File: src/riscv_sv32_pkg.sv
package riscv_sv32_pkg;

  // ----------------------------------------
  // architectural widths
  // ----------------------------------------
  localparam int unsigned XLEN      = 32;
  localparam int unsigned VLEN      = 32;
  localparam int unsigned PLEN      = 34;
  localparam int unsigned PPN_W     = 22;
  localparam int unsigned VPN_W     = 10;
  localparam int unsigned PG_OFFS_W = 12;
  localparam int unsigned ASID_W    = 9;

  typedef enum logic [1:0] {
    PRIV_U = 2'b00,
    PRIV_S = 2'b01
  } priv_lvl_t;

  // sv32 page table entry
  typedef struct packed {
    logic [11:0] ppn1;
    logic [9:0]  ppn0;
    logic [1:0]  rsw;
    logic        d;
    logic        a;
    logic        g;
    logic        u;
    logic        x;
    logic        w;
    logic        r;
    logic        v;
  } pte_t;

  // exception cause codes
  localparam logic [5:0] CAUSE_INSTR_ACCESS_FAULT = 6'd1;
  localparam logic [5:0] CAUSE_LD_ACCESS_FAULT    = 6'd5;
  localparam logic [5:0] CAUSE_ST_ACCESS_FAULT    = 6'd7;
  localparam logic [5:0] CAUSE_INSTR_PAGE_FAULT   = 6'd12;
  localparam logic [5:0] CAUSE_LOAD_PAGE_FAULT    = 6'd13;
  localparam logic [5:0] CAUSE_STORE_PAGE_FAULT   = 6'd15;

endpackage

File: src/mmu_pkg.sv
package mmu_pkg;

  typedef struct packed {
    logic                                valid;
    logic [5:0]                          cause;
    logic [riscv_sv32_pkg::XLEN-1:0]     tval;
  } exception_t;

  // ----------------------------------------
  // instruction fetch port
  // ----------------------------------------
  typedef struct packed {
    logic                                fetch_req;
    logic [riscv_sv32_pkg::VLEN-1:0]     fetch_vaddr;
  } fetch_req_t;

  typedef struct packed {
    logic                                fetch_valid;
    logic [riscv_sv32_pkg::PLEN-1:0]     fetch_paddr;
    exception_t                          fetch_exception;
  } fetch_rsp_t;

  // ----------------------------------------
  // tlb refill and lookup
  // ----------------------------------------
  typedef struct packed {
    logic                                valid;
    logic                                is_4m;
    logic [2*riscv_sv32_pkg::VPN_W-1:0]  vpn;
    logic [riscv_sv32_pkg::ASID_W-1:0]   asid;
    riscv_sv32_pkg::pte_t                pte;
  } tlb_update_t;

  typedef struct packed {
    logic                                hit;
    logic                                is_4m;
    riscv_sv32_pkg::pte_t                pte;
  } tlb_lu_t;

  // ----------------------------------------
  // axi4-lite read channels
  // ----------------------------------------
  typedef struct packed {
    logic                                arvalid;
    logic [riscv_sv32_pkg::PLEN-1:0]     araddr;
    logic [2:0]                          arprot;
  } axil_ar_t;

  typedef struct packed {
    logic                                rvalid;
    logic [31:0]                         rdata;
    logic [1:0]                          rresp;
  } axil_r_t;

  // walk result seen by both translators
  typedef struct packed {
    logic                                active;
    logic                                walking_instr;
    logic                                error;
    logic                                access_err;
    logic [riscv_sv32_pkg::VLEN-1:0]     bad_vaddr;
  } ptw_status_t;

endpackage

File: src/mmu_data_xlate.sv
`timescale 1ns/1ns

module mmu_data_xlate (
  input  logic                              clk_i,
  input  logic                              rst_ni,
  input  logic                              lsu_req_i,
  input  logic [31:0]                       lsu_vaddr_i,
  input  logic                              lsu_is_store_i,
  input  logic                              en_ld_st_translation_i,
  input  riscv_sv32_pkg::priv_lvl_t         ld_st_priv_lvl_i,
  input  logic                              sum_i,
  input  logic                              mxr_i,
  input  mmu_pkg::tlb_lu_t                  dtlb_lu_i,
  input  mmu_pkg::ptw_status_t              ptw_status_i,
  output logic                              dtlb_miss_o,
  output logic                              lsu_dtlb_hit_o,
  output logic                              lsu_valid_o,
  output logic [riscv_sv32_pkg::PLEN-1:0]   lsu_paddr_o,
  output mmu_pkg::exception_t               lsu_exception_o
);

  logic                   lsu_req_q;
  logic                   dtlb_hit_q;
  logic [31:0]            lsu_vaddr_q;
  logic                   lsu_is_store_q;
  logic                   is_4m_q;
  riscv_sv32_pkg::pte_t   pte_q;
  logic                   daccess_err;

  // cycle 0: lookup
  assign lsu_dtlb_hit_o = en_ld_st_translation_i ? dtlb_lu_i.hit : 1'b1;
  assign dtlb_miss_o    = lsu_req_i && en_ld_st_translation_i && !dtlb_lu_i.hit;

  always_ff @(posedge clk_i or negedge rst_ni) begin
    if (!rst_ni) begin
      lsu_req_q  <= 1'b0;
      dtlb_hit_q <= 1'b0;
    end else begin
      lsu_req_q  <= lsu_req_i;
      dtlb_hit_q <= dtlb_lu_i.hit;
    end
  end

  always_ff @(posedge clk_i) begin
    lsu_vaddr_q    <= lsu_vaddr_i;
    lsu_is_store_q <= lsu_is_store_i;
    is_4m_q        <= dtlb_lu_i.is_4m;
    pte_q          <= dtlb_lu_i.pte;
  end

  // ----------------------------------------
  // cycle 1: address and faults
  // ----------------------------------------
  // supervisor needs sum to touch user pages
  assign daccess_err = ((ld_st_priv_lvl_i == riscv_sv32_pkg::PRIV_S) && pte_q.u && !sum_i)
                    || ((ld_st_priv_lvl_i == riscv_sv32_pkg::PRIV_U) && !pte_q.u);

  always_comb begin
    lsu_valid_o     = lsu_req_q;
    lsu_paddr_o     = {2'b00, lsu_vaddr_q};
    lsu_exception_o = '0;

    if (en_ld_st_translation_i) begin
      lsu_valid_o = 1'b0;
      lsu_paddr_o = {pte_q.ppn1, pte_q.ppn0, lsu_vaddr_q[11:0]};
      if (is_4m_q) begin
        lsu_paddr_o[21:12] = lsu_vaddr_q[21:12];
      end

      if (lsu_req_q && dtlb_hit_q) begin
        lsu_valid_o = 1'b1;
        if (lsu_is_store_q && (!pte_q.w || !pte_q.d || daccess_err)) begin
          lsu_exception_o.valid = 1'b1;
          lsu_exception_o.cause = riscv_sv32_pkg::CAUSE_STORE_PAGE_FAULT;
          lsu_exception_o.tval  = lsu_vaddr_q;
        end else if (!lsu_is_store_q
                     && (!(pte_q.r || (pte_q.x && mxr_i)) || daccess_err)) begin
          lsu_exception_o.valid = 1'b1;
          lsu_exception_o.cause = riscv_sv32_pkg::CAUSE_LOAD_PAGE_FAULT;
          lsu_exception_o.tval  = lsu_vaddr_q;
        end
      end else if (lsu_req_q && ptw_status_i.active && !ptw_status_i.walking_instr
                   && (ptw_status_i.error || ptw_status_i.access_err)) begin
        // a failed walk still completes the request
        lsu_valid_o           = 1'b1;
        lsu_exception_o.valid = 1'b1;
        lsu_exception_o.tval  = ptw_status_i.bad_vaddr;
        if (ptw_status_i.error) begin
          lsu_exception_o.cause = lsu_is_store_q ? riscv_sv32_pkg::CAUSE_STORE_PAGE_FAULT
                                                 : riscv_sv32_pkg::CAUSE_LOAD_PAGE_FAULT;
        end else begin
          lsu_exception_o.cause = lsu_is_store_q ? riscv_sv32_pkg::CAUSE_ST_ACCESS_FAULT
                                                 : riscv_sv32_pkg::CAUSE_LD_ACCESS_FAULT;
        end
      end
    end
  end

endmodule

File: src/mmu_fetch_xlate.sv
`timescale 1ns/1ns

module mmu_fetch_xlate (
  input  mmu_pkg::fetch_req_t           fetch_req_i,
  output mmu_pkg::fetch_rsp_t           fetch_rsp_o,
  input  logic                          enable_translation_i,
  input  riscv_sv32_pkg::priv_lvl_t     priv_lvl_i,
  input  mmu_pkg::tlb_lu_t              itlb_lu_i,
  input  mmu_pkg::ptw_status_t          ptw_status_i,
  output logic                          itlb_miss_o
);

  logic iaccess_err;

  assign itlb_miss_o = fetch_req_i.fetch_req && enable_translation_i && !itlb_lu_i.hit;

  // user bit must agree with the privilege level, x must be set
  assign iaccess_err = ((priv_lvl_i == riscv_sv32_pkg::PRIV_U) && !itlb_lu_i.pte.u)
                    || ((priv_lvl_i == riscv_sv32_pkg::PRIV_S) && itlb_lu_i.pte.u)
                    || !itlb_lu_i.pte.x;

  always_comb begin
    // bare mode passes straight through
    fetch_rsp_o.fetch_valid     = fetch_req_i.fetch_req;
    fetch_rsp_o.fetch_paddr     = {2'b00, fetch_req_i.fetch_vaddr};
    fetch_rsp_o.fetch_exception = '0;

    if (enable_translation_i) begin
      fetch_rsp_o.fetch_valid = 1'b0;
      fetch_rsp_o.fetch_paddr = {itlb_lu_i.pte.ppn1, itlb_lu_i.pte.ppn0,
                                 fetch_req_i.fetch_vaddr[11:0]};
      if (itlb_lu_i.is_4m) begin
        fetch_rsp_o.fetch_paddr[21:12] = fetch_req_i.fetch_vaddr[21:12];
      end

      if (itlb_lu_i.hit) begin
        fetch_rsp_o.fetch_valid = fetch_req_i.fetch_req;
        if (iaccess_err) begin
          fetch_rsp_o.fetch_exception.valid = 1'b1;
          fetch_rsp_o.fetch_exception.cause = riscv_sv32_pkg::CAUSE_INSTR_PAGE_FAULT;
          fetch_rsp_o.fetch_exception.tval  = fetch_req_i.fetch_vaddr;
        end
      end else if (ptw_status_i.active && ptw_status_i.walking_instr
                   && (ptw_status_i.error || ptw_status_i.access_err)) begin
        // walk of our own miss failed
        fetch_rsp_o.fetch_valid           = fetch_req_i.fetch_req;
        fetch_rsp_o.fetch_exception.valid = 1'b1;
        fetch_rsp_o.fetch_exception.cause = ptw_status_i.error
                                          ? riscv_sv32_pkg::CAUSE_INSTR_PAGE_FAULT
                                          : riscv_sv32_pkg::CAUSE_INSTR_ACCESS_FAULT;
        fetch_rsp_o.fetch_exception.tval  = fetch_req_i.fetch_vaddr;
      end
    end
  end

endmodule

File: src/mmu_ptw.sv
`timescale 1ns/1ns

module mmu_ptw (
  input  logic                                clk_i,
  input  logic                                rst_ni,
  input  logic                                flush_i,
  input  logic                                enable_translation_i,
  input  logic                                en_ld_st_translation_i,
  input  logic                                itlb_miss_i,
  input  logic                                dtlb_miss_i,
  input  logic [31:0]                         fetch_vaddr_i,
  input  logic [31:0]                         lsu_vaddr_i,
  input  logic                                lsu_is_store_i,
  input  logic [riscv_sv32_pkg::PPN_W-1:0]    satp_ppn_i,
  input  logic [riscv_sv32_pkg::ASID_W-1:0]   asid_i,
  output mmu_pkg::tlb_update_t                itlb_update_o,
  output mmu_pkg::tlb_update_t                dtlb_update_o,
  output mmu_pkg::ptw_status_t                status_o,
  output mmu_pkg::axil_ar_t                   axil_ar_o,
  input  logic                                axil_arready_i,
  input  mmu_pkg::axil_r_t                    axil_r_i,
  output logic                                axil_rready_o
);

  typedef enum logic [1:0] {IDLE, L1_RD, L0_RD, DONE} state_e;

  state_e                               state_q;
  logic [31:0]                          vaddr_q;
  logic                                 is_instr_q;
  logic                                 is_store_q;
  logic [riscv_sv32_pkg::ASID_W-1:0]    asid_q;
  logic [riscv_sv32_pkg::PLEN-1:0]      araddr_q;
  logic                                 arvalid_q;
  logic                                 flush_q;
  logic                                 err_q;
  logic                                 acc_err_q;
  mmu_pkg::tlb_update_t                 upd_q;
  riscv_sv32_pkg::pte_t                 pte;
  logic                                 r_fire;

  assign pte    = riscv_sv32_pkg::pte_t'(axil_r_i.rdata);
  assign r_fire = axil_r_i.rvalid && axil_rready_o;

  // ----------------------------------------
  // walk fsm
  // ----------------------------------------
  always_ff @(posedge clk_i or negedge rst_ni) begin
    if (!rst_ni) begin
      state_q    <= IDLE;
      vaddr_q    <= '0;
      is_instr_q <= 1'b0;
      is_store_q <= 1'b0;
      asid_q     <= '0;
      araddr_q   <= '0;
      arvalid_q  <= 1'b0;
      flush_q    <= 1'b0;
      err_q      <= 1'b0;
      acc_err_q  <= 1'b0;
      upd_q      <= '0;
    end else begin
      upd_q.valid <= 1'b0;
      // a flush mid-walk drops the refill of that walk
      if (flush_i && (state_q != IDLE)) begin
        flush_q <= 1'b1;
      end
      if (arvalid_q && axil_arready_i) begin
        arvalid_q <= 1'b0;
      end
      case (state_q)
        IDLE: begin
          flush_q   <= 1'b0;
          err_q     <= 1'b0;
          acc_err_q <= 1'b0;
          // data side has priority
          if (dtlb_miss_i && en_ld_st_translation_i) begin
            state_q    <= L1_RD;
            is_instr_q <= 1'b0;
            is_store_q <= lsu_is_store_i;
            vaddr_q    <= lsu_vaddr_i;
            asid_q     <= asid_i;
            araddr_q   <= {satp_ppn_i, lsu_vaddr_i[31:22], 2'b00};
            arvalid_q  <= 1'b1;
          end else if (itlb_miss_i && enable_translation_i) begin
            state_q    <= L1_RD;
            is_instr_q <= 1'b1;
            is_store_q <= 1'b0;
            vaddr_q    <= fetch_vaddr_i;
            asid_q     <= asid_i;
            araddr_q   <= {satp_ppn_i, fetch_vaddr_i[31:22], 2'b00};
            arvalid_q  <= 1'b1;
          end
        end
        L1_RD, L0_RD: begin
          if (r_fire) begin
            state_q <= DONE;
            if (axil_r_i.rresp != 2'b00) begin
              acc_err_q <= 1'b1;
            end else if (!pte.v || (pte.w && !pte.r)) begin
              err_q <= 1'b1;
            end else if (pte.r || pte.x) begin
              // leaf: misaligned megapage, accessed and dirty checks
              if (((state_q == L1_RD) && (pte.ppn0 != '0)) || !pte.a
                  || (is_store_q && !pte.d)) begin
                err_q <= 1'b1;
              end else begin
                upd_q.valid <= !(flush_q || flush_i);
                upd_q.is_4m <= (state_q == L1_RD);
                upd_q.vpn   <= vaddr_q[31:12];
                upd_q.asid  <= asid_q;
                upd_q.pte   <= pte;
              end
            end else if (state_q == L1_RD) begin
              state_q   <= L0_RD;
              araddr_q  <= {pte.ppn1, pte.ppn0, vaddr_q[21:12], 2'b00};
              arvalid_q <= 1'b1;
            end else begin
              // pointer at the last level
              err_q <= 1'b1;
            end
          end
        end
        default: begin
          state_q <= IDLE;
        end
      endcase
    end
  end

  // ----------------------------------------
  // outputs
  // ----------------------------------------
  always_comb begin
    itlb_update_o       = upd_q;
    itlb_update_o.valid = upd_q.valid && is_instr_q;
    dtlb_update_o       = upd_q;
    dtlb_update_o.valid = upd_q.valid && !is_instr_q;
  end

  assign status_o.active        = (state_q != IDLE);
  assign status_o.walking_instr = is_instr_q;
  assign status_o.error         = err_q;
  assign status_o.access_err    = acc_err_q;
  assign status_o.bad_vaddr     = vaddr_q;

  // privileged data access
  assign axil_ar_o.arvalid = arvalid_q;
  assign axil_ar_o.araddr  = araddr_q;
  assign axil_ar_o.arprot  = 3'b001;
  assign axil_rready_o     = ((state_q == L1_RD) || (state_q == L0_RD)) && !arvalid_q;

  a_ar_stable: assert property (@(posedge clk_i) disable iff (!rst_ni)
    (axil_ar_o.arvalid && !axil_arready_i)
      |=> (axil_ar_o.arvalid && $stable(axil_ar_o.araddr)))
    else $error("ptw: read address changed before arready");

endmodule

File: src/mmu_tlb.sv
`timescale 1ns/1ns

module mmu_tlb #(
  parameter int unsigned TLB_ENTRIES = 4
) (
  input  logic                                  clk_i,
  input  logic                                  rst_ni,
  input  logic                                  flush_i,
  input  mmu_pkg::tlb_update_t                  update_i,
  input  logic                                  lu_access_i,
  input  logic [31:0]                           lu_vaddr_i,
  input  logic [riscv_sv32_pkg::ASID_W-1:0]     lu_asid_i,
  output mmu_pkg::tlb_lu_t                      lu_o
);

  localparam int unsigned IDX_W = (TLB_ENTRIES > 1) ? $clog2(TLB_ENTRIES) : 1;
  localparam int unsigned VPN_W = riscv_sv32_pkg::VPN_W;

  logic [TLB_ENTRIES-1:0]              valid_q;
  logic [TLB_ENTRIES-1:0]              is_4m_q;
  logic [2*VPN_W-1:0]                  vpn_q  [TLB_ENTRIES];
  logic [riscv_sv32_pkg::ASID_W-1:0]   asid_q [TLB_ENTRIES];
  riscv_sv32_pkg::pte_t                pte_q  [TLB_ENTRIES];
  logic [IDX_W-1:0]                    ptr_q;
  logic [TLB_ENTRIES-1:0]              hit_vec;

  // ----------------------------------------
  // lookup
  // ----------------------------------------
  always_comb begin
    lu_o = '0;
    for (int i = 0; i < TLB_ENTRIES; i++) begin
      // vpn0 is a don't care for megapages, g matches any asid
      hit_vec[i] = valid_q[i]
                 && (vpn_q[i][2*VPN_W-1:VPN_W] == lu_vaddr_i[31:22])
                 && (is_4m_q[i] || (vpn_q[i][VPN_W-1:0] == lu_vaddr_i[21:12]))
                 && ((asid_q[i] == lu_asid_i) || pte_q[i].g);
    end
    lu_o.hit = lu_access_i && (|hit_vec);
    for (int i = 0; i < TLB_ENTRIES; i++) begin
      if (hit_vec[i]) begin
        lu_o.is_4m = is_4m_q[i];
        lu_o.pte   = pte_q[i];
      end
    end
  end

  // ----------------------------------------
  // refill and flush
  // ----------------------------------------
  always_ff @(posedge clk_i or negedge rst_ni) begin
    if (!rst_ni) begin
      valid_q <= '0;
      ptr_q   <= '0;
    end else if (flush_i) begin
      valid_q <= '0;
    end else if (update_i.valid) begin
      valid_q[ptr_q] <= 1'b1;
      // round robin victim
      if (ptr_q == IDX_W'(TLB_ENTRIES - 1)) begin
        ptr_q <= '0;
      end else begin
        ptr_q <= ptr_q + 1'b1;
      end
    end
  end

  always_ff @(posedge clk_i) begin
    if (update_i.valid) begin
      is_4m_q[ptr_q] <= update_i.is_4m;
      vpn_q[ptr_q]   <= update_i.vpn;
      asid_q[ptr_q]  <= update_i.asid;
      pte_q[ptr_q]   <= update_i.pte;
    end
  end

  // the walker refills only after a miss, so a page never lands twice
  a_onehot_hit: assert property (@(posedge clk_i) disable iff (!rst_ni)
    lu_access_i |-> $onehot0(hit_vec))
    else $error("tlb: more than one entry hits");

endmodule

File: src/mmu_top.sv
`timescale 1ns/1ns

module mmu_top #(
  parameter int unsigned ITLB_ENTRIES = 4,
  parameter int unsigned DTLB_ENTRIES = 4
) (
  input  logic                                clk_i,
  input  logic                                rst_ni,
  // fetch
  input  mmu_pkg::fetch_req_t                 fetch_req_i,
  output mmu_pkg::fetch_rsp_t                 fetch_rsp_o,
  // load/store
  input  logic                                lsu_req_i,
  input  logic [31:0]                         lsu_vaddr_i,
  input  logic                                lsu_is_store_i,
  output logic                                lsu_dtlb_hit_o,
  output logic                                lsu_valid_o,
  output logic [riscv_sv32_pkg::PLEN-1:0]     lsu_paddr_o,
  output mmu_pkg::exception_t                 lsu_exception_o,
  // csr side
  input  logic                                enable_translation_i,
  input  logic                                en_ld_st_translation_i,
  input  riscv_sv32_pkg::priv_lvl_t           priv_lvl_i,
  input  riscv_sv32_pkg::priv_lvl_t           ld_st_priv_lvl_i,
  input  logic                                sum_i,
  input  logic                                mxr_i,
  input  logic [riscv_sv32_pkg::PPN_W-1:0]    satp_ppn_i,
  input  logic [riscv_sv32_pkg::ASID_W-1:0]   asid_i,
  input  logic                                flush_tlb_i,
  // axi4-lite read manager
  output mmu_pkg::axil_ar_t                   axil_ar_o,
  input  logic                                axil_arready_i,
  input  mmu_pkg::axil_r_t                    axil_r_i,
  output logic                                axil_rready_o
);

  mmu_pkg::tlb_lu_t      itlb_lu;
  mmu_pkg::tlb_lu_t      dtlb_lu;
  mmu_pkg::tlb_update_t  itlb_update;
  mmu_pkg::tlb_update_t  dtlb_update;
  mmu_pkg::ptw_status_t  ptw_status;
  logic                  itlb_miss;
  logic                  dtlb_miss;

  mmu_tlb #(.TLB_ENTRIES(ITLB_ENTRIES)) itlb_i (
    .clk_i, .rst_ni,
    .flush_i     (flush_tlb_i),
    .update_i    (itlb_update),
    .lu_access_i (fetch_req_i.fetch_req),
    .lu_vaddr_i  (fetch_req_i.fetch_vaddr),
    .lu_asid_i   (asid_i),
    .lu_o        (itlb_lu)
  );

  mmu_tlb #(.TLB_ENTRIES(DTLB_ENTRIES)) dtlb_i (
    .clk_i, .rst_ni,
    .flush_i     (flush_tlb_i),
    .update_i    (dtlb_update),
    .lu_access_i (lsu_req_i),
    .lu_vaddr_i  (lsu_vaddr_i),
    .lu_asid_i   (asid_i),
    .lu_o        (dtlb_lu)
  );

  mmu_ptw ptw_i (
    .clk_i, .rst_ni,
    .flush_i       (flush_tlb_i),
    .enable_translation_i, .en_ld_st_translation_i,
    .itlb_miss_i   (itlb_miss),
    .dtlb_miss_i   (dtlb_miss),
    .fetch_vaddr_i (fetch_req_i.fetch_vaddr),
    .lsu_vaddr_i, .lsu_is_store_i, .satp_ppn_i, .asid_i,
    .itlb_update_o (itlb_update),
    .dtlb_update_o (dtlb_update),
    .status_o      (ptw_status),
    .axil_ar_o, .axil_arready_i, .axil_r_i, .axil_rready_o
  );

  mmu_fetch_xlate fetch_xlate_i (
    .fetch_req_i, .fetch_rsp_o, .enable_translation_i, .priv_lvl_i,
    .itlb_lu_i    (itlb_lu),
    .ptw_status_i (ptw_status),
    .itlb_miss_o  (itlb_miss)
  );

  mmu_data_xlate data_xlate_i (
    .clk_i, .rst_ni,
    .lsu_req_i, .lsu_vaddr_i, .lsu_is_store_i, .en_ld_st_translation_i,
    .ld_st_priv_lvl_i, .sum_i, .mxr_i,
    .dtlb_lu_i    (dtlb_lu),
    .ptw_status_i (ptw_status),
    .dtlb_miss_o  (dtlb_miss),
    .lsu_dtlb_hit_o, .lsu_valid_o, .lsu_paddr_o, .lsu_exception_o
  );

endmodule

File: config.mk
export PLATFORM = sky130hd
export DESIGN_NAME = mmu_top
export DESIGN_NICKNAME = d
export VERILOG_FILES = /design/src/riscv_sv32_pkg.sv /design/src/mmu_pkg.sv /design/src/mmu_data_xlate.sv /design/src/mmu_fetch_xlate.sv /design/src/mmu_ptw.sv /design/src/mmu_tlb.sv /design/src/mmu_top.sv
export SDC_FILE = /design/constraint.sdc
export NUM_CORES = 1
export LEC_CHECK = 0
export ABC_CLOCK_PERIOD_IN_PS = 7800
export BUFFER_PORTS_ARGS = -buffer_cell sky130_fd_sc_hd__buf_2
export CORE_MARGIN = 3
export CORE_UTILIZATION = 30
export DETAILED_ROUTE_END_ITERATION = 12
export SLEW_MARGIN = 10
export SYNTH_ARGS = -nofsm -noshare
export SYNTH_HDL_FRONTEND = slang
export SYNTH_SLANG_ARGS = --single-unit
File: constraint.sdc
create_clock -name clk_i -period 7.8 [get_ports clk_i]
set_clock_uncertainty 0.15 [all_clocks]
set_input_delay 1.95 -clock clk_i [delete_from_list [all_inputs] [get_ports clk_i]]
set_output_delay 1.95 -clock clk_i [all_outputs]
set_load 0.01 [all_outputs]
# --- After elaboration in Yosys (flattened, before gate mapping) ---
# Memories as Yosys holds them, arrays and structs flattened.
# Cells that the tools add are included.
totals:
  regBits: 229
  ram_bits: 488
  input_bits: 145
  n_memories: 6
mem_list:
  columns: ["name", "depth", "width", "rd", "rd_clocked_by_memory_dff", "write_ports", "line", "rtl"]
  rows:
  - ["dtlb_i.pte_q", 4, 32, 4, 0, 1, "mmu_tlb.sv:23", "riscv_sv32_pkg::pte_t pte_q [TLB_ENTRIES];"]
  - ["itlb_i.pte_q", 4, 32, 4, 0, 1, "mmu_tlb.sv:23", null]
  - ["dtlb_i.vpn_q", 4, 20, 4, 0, 1, "mmu_tlb.sv:21", "logic [2*VPN_W-1:0] vpn_q [TLB_ENTRIES];"]
  - ["itlb_i.vpn_q", 4, 20, 4, 0, 1, "mmu_tlb.sv:21", null]
  - ["dtlb_i.asid_q", 4, 9, 4, 0, 1, "mmu_tlb.sv:22", "logic [riscv_sv32_pkg::ASID_W-1:0] asid_q [TLB_ENTRIES];"]
  - ["itlb_i.asid_q", 4, 9, 4, 0, 1, "mmu_tlb.sv:22", null]
classes:
  n_addsub: 2
  n_lt_le_gt_ge: 4
  n_eq_ne: 39
  n_mux: 97
  n_bitwise: 6
  n_reduce_logical: 126
op_table:
  columns: ["operator", "n"]
  rows:
  - ["$mux 63", 6]
  - ["$mux 39", 8]
  - ["$mux 34", 8]
  - ["$mux 33", 8]
  - ["$eq 10x10->1", 16]
  - ["$mux 74", 1]
  - ["$eq 9x9->1", 8]
  - ["$pmux 34 s2", 1]
  - ["$mux 32", 2]
  - ["$logic_and 1x1->1", 57]
  - ["$mux 1", 35]
  - ["$logic_or 1x1->1", 30]
  - ["$mux 10", 2]
  - ["$mux 2", 10]
  - ["$mux 4", 5]
  - ["$mux 9", 2]
  - ["$logic_not 1->1", 17]
  - ["$reduce_bool 2->1", 7]
  - ["$reduce_bool 10->1", 1]
  - ["$bwmux 4", 2]
  - ["$or 4x4->4", 2]
  - ["$reduce_and 2->1", 4]
  - ["$reduce_or 4->1", 2]
  - ["$reduce_and 7->1", 1]
  - ["20 further kinds", 39]

# --- Depth between registers and ports, before layout ---
# An unclocked memory read counts as a cell.
depth:
  depth_word: 16
  ltp_mapped: 12
  depth_no_buf: 8

# --- By module ---
# A second synthesis with hierarchy kept.
hier_totals:
  cells_unflattened: 2152
  area_unflattened_um2: 31300.0
by_module_without_submodules:
  columns: ["module", "instances", "cells_each", "area_each_um2", "seq_area_each_um2"]
  rows:
  - ["mmu_tlb", 2, 604, 10259.8, 7597.3]
  - ["mmu_ptw", 1, 612, 7473.4, 3603.5]
  - ["mmu_data_xlate", 1, 238, 2364.8, 1271.2]
  - ["mmu_fetch_xlate", 1, 94, 942.2, 0.0]

# --- Worst setup path after synthesis ---
# OpenSTA, ideal clock, no wires.
synth_timing:
  kind: "input to output"
  startpoint: "input fetch_req_i[25] (netlist name)"
  endpoint: "output fetch_rsp_o[10] (netlist name)"
  arrival_time_ns: 4.270
  setup_slack_ns: 1.430
  path_stages: 10
  path_buffers: 2
  path_cell_list: "buf_2 > xnor2_1 > nand4_1 > or3_4 > or3_4 > and2_1 > a221o_1 > o31a_4 > buf_6 > a21boi_2"
synth_lines:
  columns: ["element", "line", "rtl"]
  rows:
  - ["from (decl)", "mmu_top.sv:10", "input mmu_pkg::fetch_req_t fetch_req_i,"]
  - ["to (decl)", "mmu_top.sv:11", "output mmu_pkg::fetch_rsp_t fetch_rsp_o,"]

==> metrics <==
status finished, final reports clean; vias in the first global route 17650; Post-CTS Resized 0; met3 Track Usage GR 3.95%; post-synth top area cell edfxtp_1; Multi-input gate area 0.00871 mm²; main combinational cell family by area after synthesis compound AO/OA/AOI/OAI gates; Core Area 0.0936 mm²; post-DP HPWL 59000 µm; TritonCTS Buffers 74; ys async rst share 23.1%; # IOs 333; final wirelength 85900 µm; Synth Warn # 0; CTS max path bufs 3; worst hold path startpoint dtlb_i.pte_q[3][2]; synthesis-to-layout area growth 18.0%; Die ar. 0.0985 mm²; Post-Syn Area 0.0284 mm²; RD Place Congestion 0.799; Compound-Gate Fraction of Synth Area 8.09%; register area 0.0186 mm²; startpoint types primary input; Adder-Cell Fraction of Synth Area 0.528%; Top Usage Layer GRT met2; Critical Path Fanout Max 14; critical path launch point asid_i[6]; Pins Over Slew Limit 0; Arr. time, crit path 5.23 ns; dpl ws 0.444 ns; Power Density 301 mW/mm²; wire per inst 23.4 µm; Rel. slew slack 24.0%; initial DRC count 1614; Cell Rows 112; layout cell share with drive strength beyond 1 29.3%; worst-skew pair later-pin latency 0.64 ns; Crit. End Element output pin; Mean Syn Cell Area 13.7 µm²; final setup margin 0.466 ns; xor and xnor area share after synthesis 7.17%; Synth Flop Type edfxtp_1; Fin Setup TNS 0 ns; crit path kind in -> out; vias per std cell 4.88; Post-DRT Antenna Nets 0; Worst IR Drop VDD 230 µV; mux contribution to synthesized area 7.43%; IO Port Bufs 320; post-CTS setup buffers 0; Cells after Synth 2080; # setup viols final 0; register clock-pin slew on the reported worst setup and hold paths 0.06 ns; P_leak 12.6 nW; drt drc 0; clock root cell clkbuf_16; Yosys reg bits 667; post-route clock period utilization 94.0%; Worst-Margin Slew 1.14 ns; worst r2r src itlb_i.asid_q[3][0]; first-pass GRT wire length 123000 µm; GRT Util Overall 17.1%; post-synthesis simple-gate area fraction 6.99%; Hold Crit Class reg -> reg; Req. time, crit path 5.70 ns; largest net degree at the start of global routing 73; vias post-DR 17882; max cap viols 0; cts hold-fix bufs 0; most instantiated cells after synthesis edfxtp_1 (452), dfrtp_1 (154), nand2_1 (152), a21oi_1 (134), mux2_2 (122); unrepaired setup endpoints after global routing no; global routing met1 resource utilization 23.8%; Fill cells 9146; Clock H-tree levels 3; top-count cell post-synth edfxtp_1; synth unique cells 73; Nets 2503; Seq/Total Area, Yosys 65.6%; First-pass DRT Iterations 5; fin crit period 7.33 ns; Die W 314 µm; Yosys top cell area share 47.7%; Initial Util 30.4%; Hold Fails Final Rpt 0; initial antenna violation count 12; synth top area cells edfxtp_1 (48%), dfrtp_1 (14%), mux2_2 (4.8%); grt met2 use 27.7%; grt ovf 0; CTS Sinks 667; EDFF count, synth 452; DIE HEIGHT 314 µm; TritonCTS clock tree done; FMAX 0.136 GHz
worst max-delay path, stage by stage:
cell	delay (ns)
buf_2	0.19
xor2_1	0.19
nor4_2	0.42
a41oi_2	0.36
or3_4	0.58
and2_1	0.19
a221o_1	0.35
o31a_4	0.42
buf_4	0.26
a21boi_2	0.16
buf_2	0.14
path summary, 6_finish.rpt:
| check | end | slack [ns] | cells after the start |
|---|---|---|---|
| worst max-delay path | fetch_rsp_o[22] | 0.47 | 11 |
| worst min-delay path | data_xlate_i.pte_q[2] | 0.29 | 2 |
| worst max register to register | ptw_i.asid_q[8] | 3.26 | 9 |
| worst min register to register | data_xlate_i.pte_q[2] | 0.29 | 2 |
| max in group asynchronous | ptw_i.is_store_q | 5.07 | 2 |
| min in group asynchronous | dtlb_i.ptr_q[0] | 1.12 | 1 |
cell type report:
| type | instances | share of cell area, % |
|---|---|---|
| diodes | 3 | 0.0224 |
| clock buffers | 108 | 6.29 |
| clock inverters | 30 | 1.10 |
| inverters | 42 | 0.470 |
| multi-input cells | 1195 | 26.0 |
| flip-flops and latches | 667 | 55.6 |
| well taps | 1254 | 4.68 |
| repair buffers | 366 | 5.90 |
report_power, final:
part           leakage, nW  switching (mW)  internal (mW)  total, mW
clock                 1.20            1.47           2.07       3.54
combinational         4.85           0.954          0.782       1.74
sequential            6.56           0.475           4.34       4.82
total                 12.6            2.90           7.19       10.1
per-layer routing:
layer	up-vias	wire length (µm)
met5	-	30
li1	8050	-
met3	100	7120
met1	9001	37600
met2	727	39800
met4	4	1280
stage by stage:
step	hold WS (ns)	total power, mW	util (%)	std cells	instance area, µm²
6_report	0.295	10.1	35.8	3665	33600
4_1_cts	0.294	10.2	35.8	3662	33500
2_1_floorplan	0.268	5.89	-	2088	28500
3_5_place_dp	0.277	6.65	33.2	3524	31100
3_3_place_gp	0.277	6.61	33.2	3524	31100
5_1_grt	0.315	10.5	35.8	3662	33500
logic make-up (layout without fill, tap and decap cells):
kind of cell | Yosys count | count (layout)
compound gates | 343 | 343
other cells | 2 | 13
buf+inv | 226 | 546
simple gates | 411 | 411
fa+ha+maj | 12 | 12
xor+xnor | 233 | 233
mux | 186 | 186
flops | 667 | 667
flip-flops by register name, indices dropped and copies added, names as in the netlist, 36 cells and up:
register and cells:
itlb_i.vpn_q 80, ptw_i.dtlb_update_o 58, dtlb_i.asid_q 36, itlb_i.asid_q 36, dtlb_i.vpn_q 80, itlb_i.pte_q 100
dtlb_i.pte_q 112
placed cells by master (no fill, tap or decap), drive strengths merged, types with 5 or more instances in the layout:
cell	n
edfxtp	452
buf	366
dfrtp	154
nand2	152
mux2	142
a21oi	134
xor2	120
xnor2	113
clkbuf	108
nor2	72
dfxtp	61
o21ai	57
nand3	49
inv	45
mux2i	44
nor4	37
a31oi	34
a21boi	33
nand4	24
a41oi	23
or3	22
a31o	20
nor3	20
clkinv	20
a221oi	12
ha	12
and2	11
conb	10
and3	8
nor2b	5
bufinv	5
a21o	5
(Power assumes the default switching activity.)
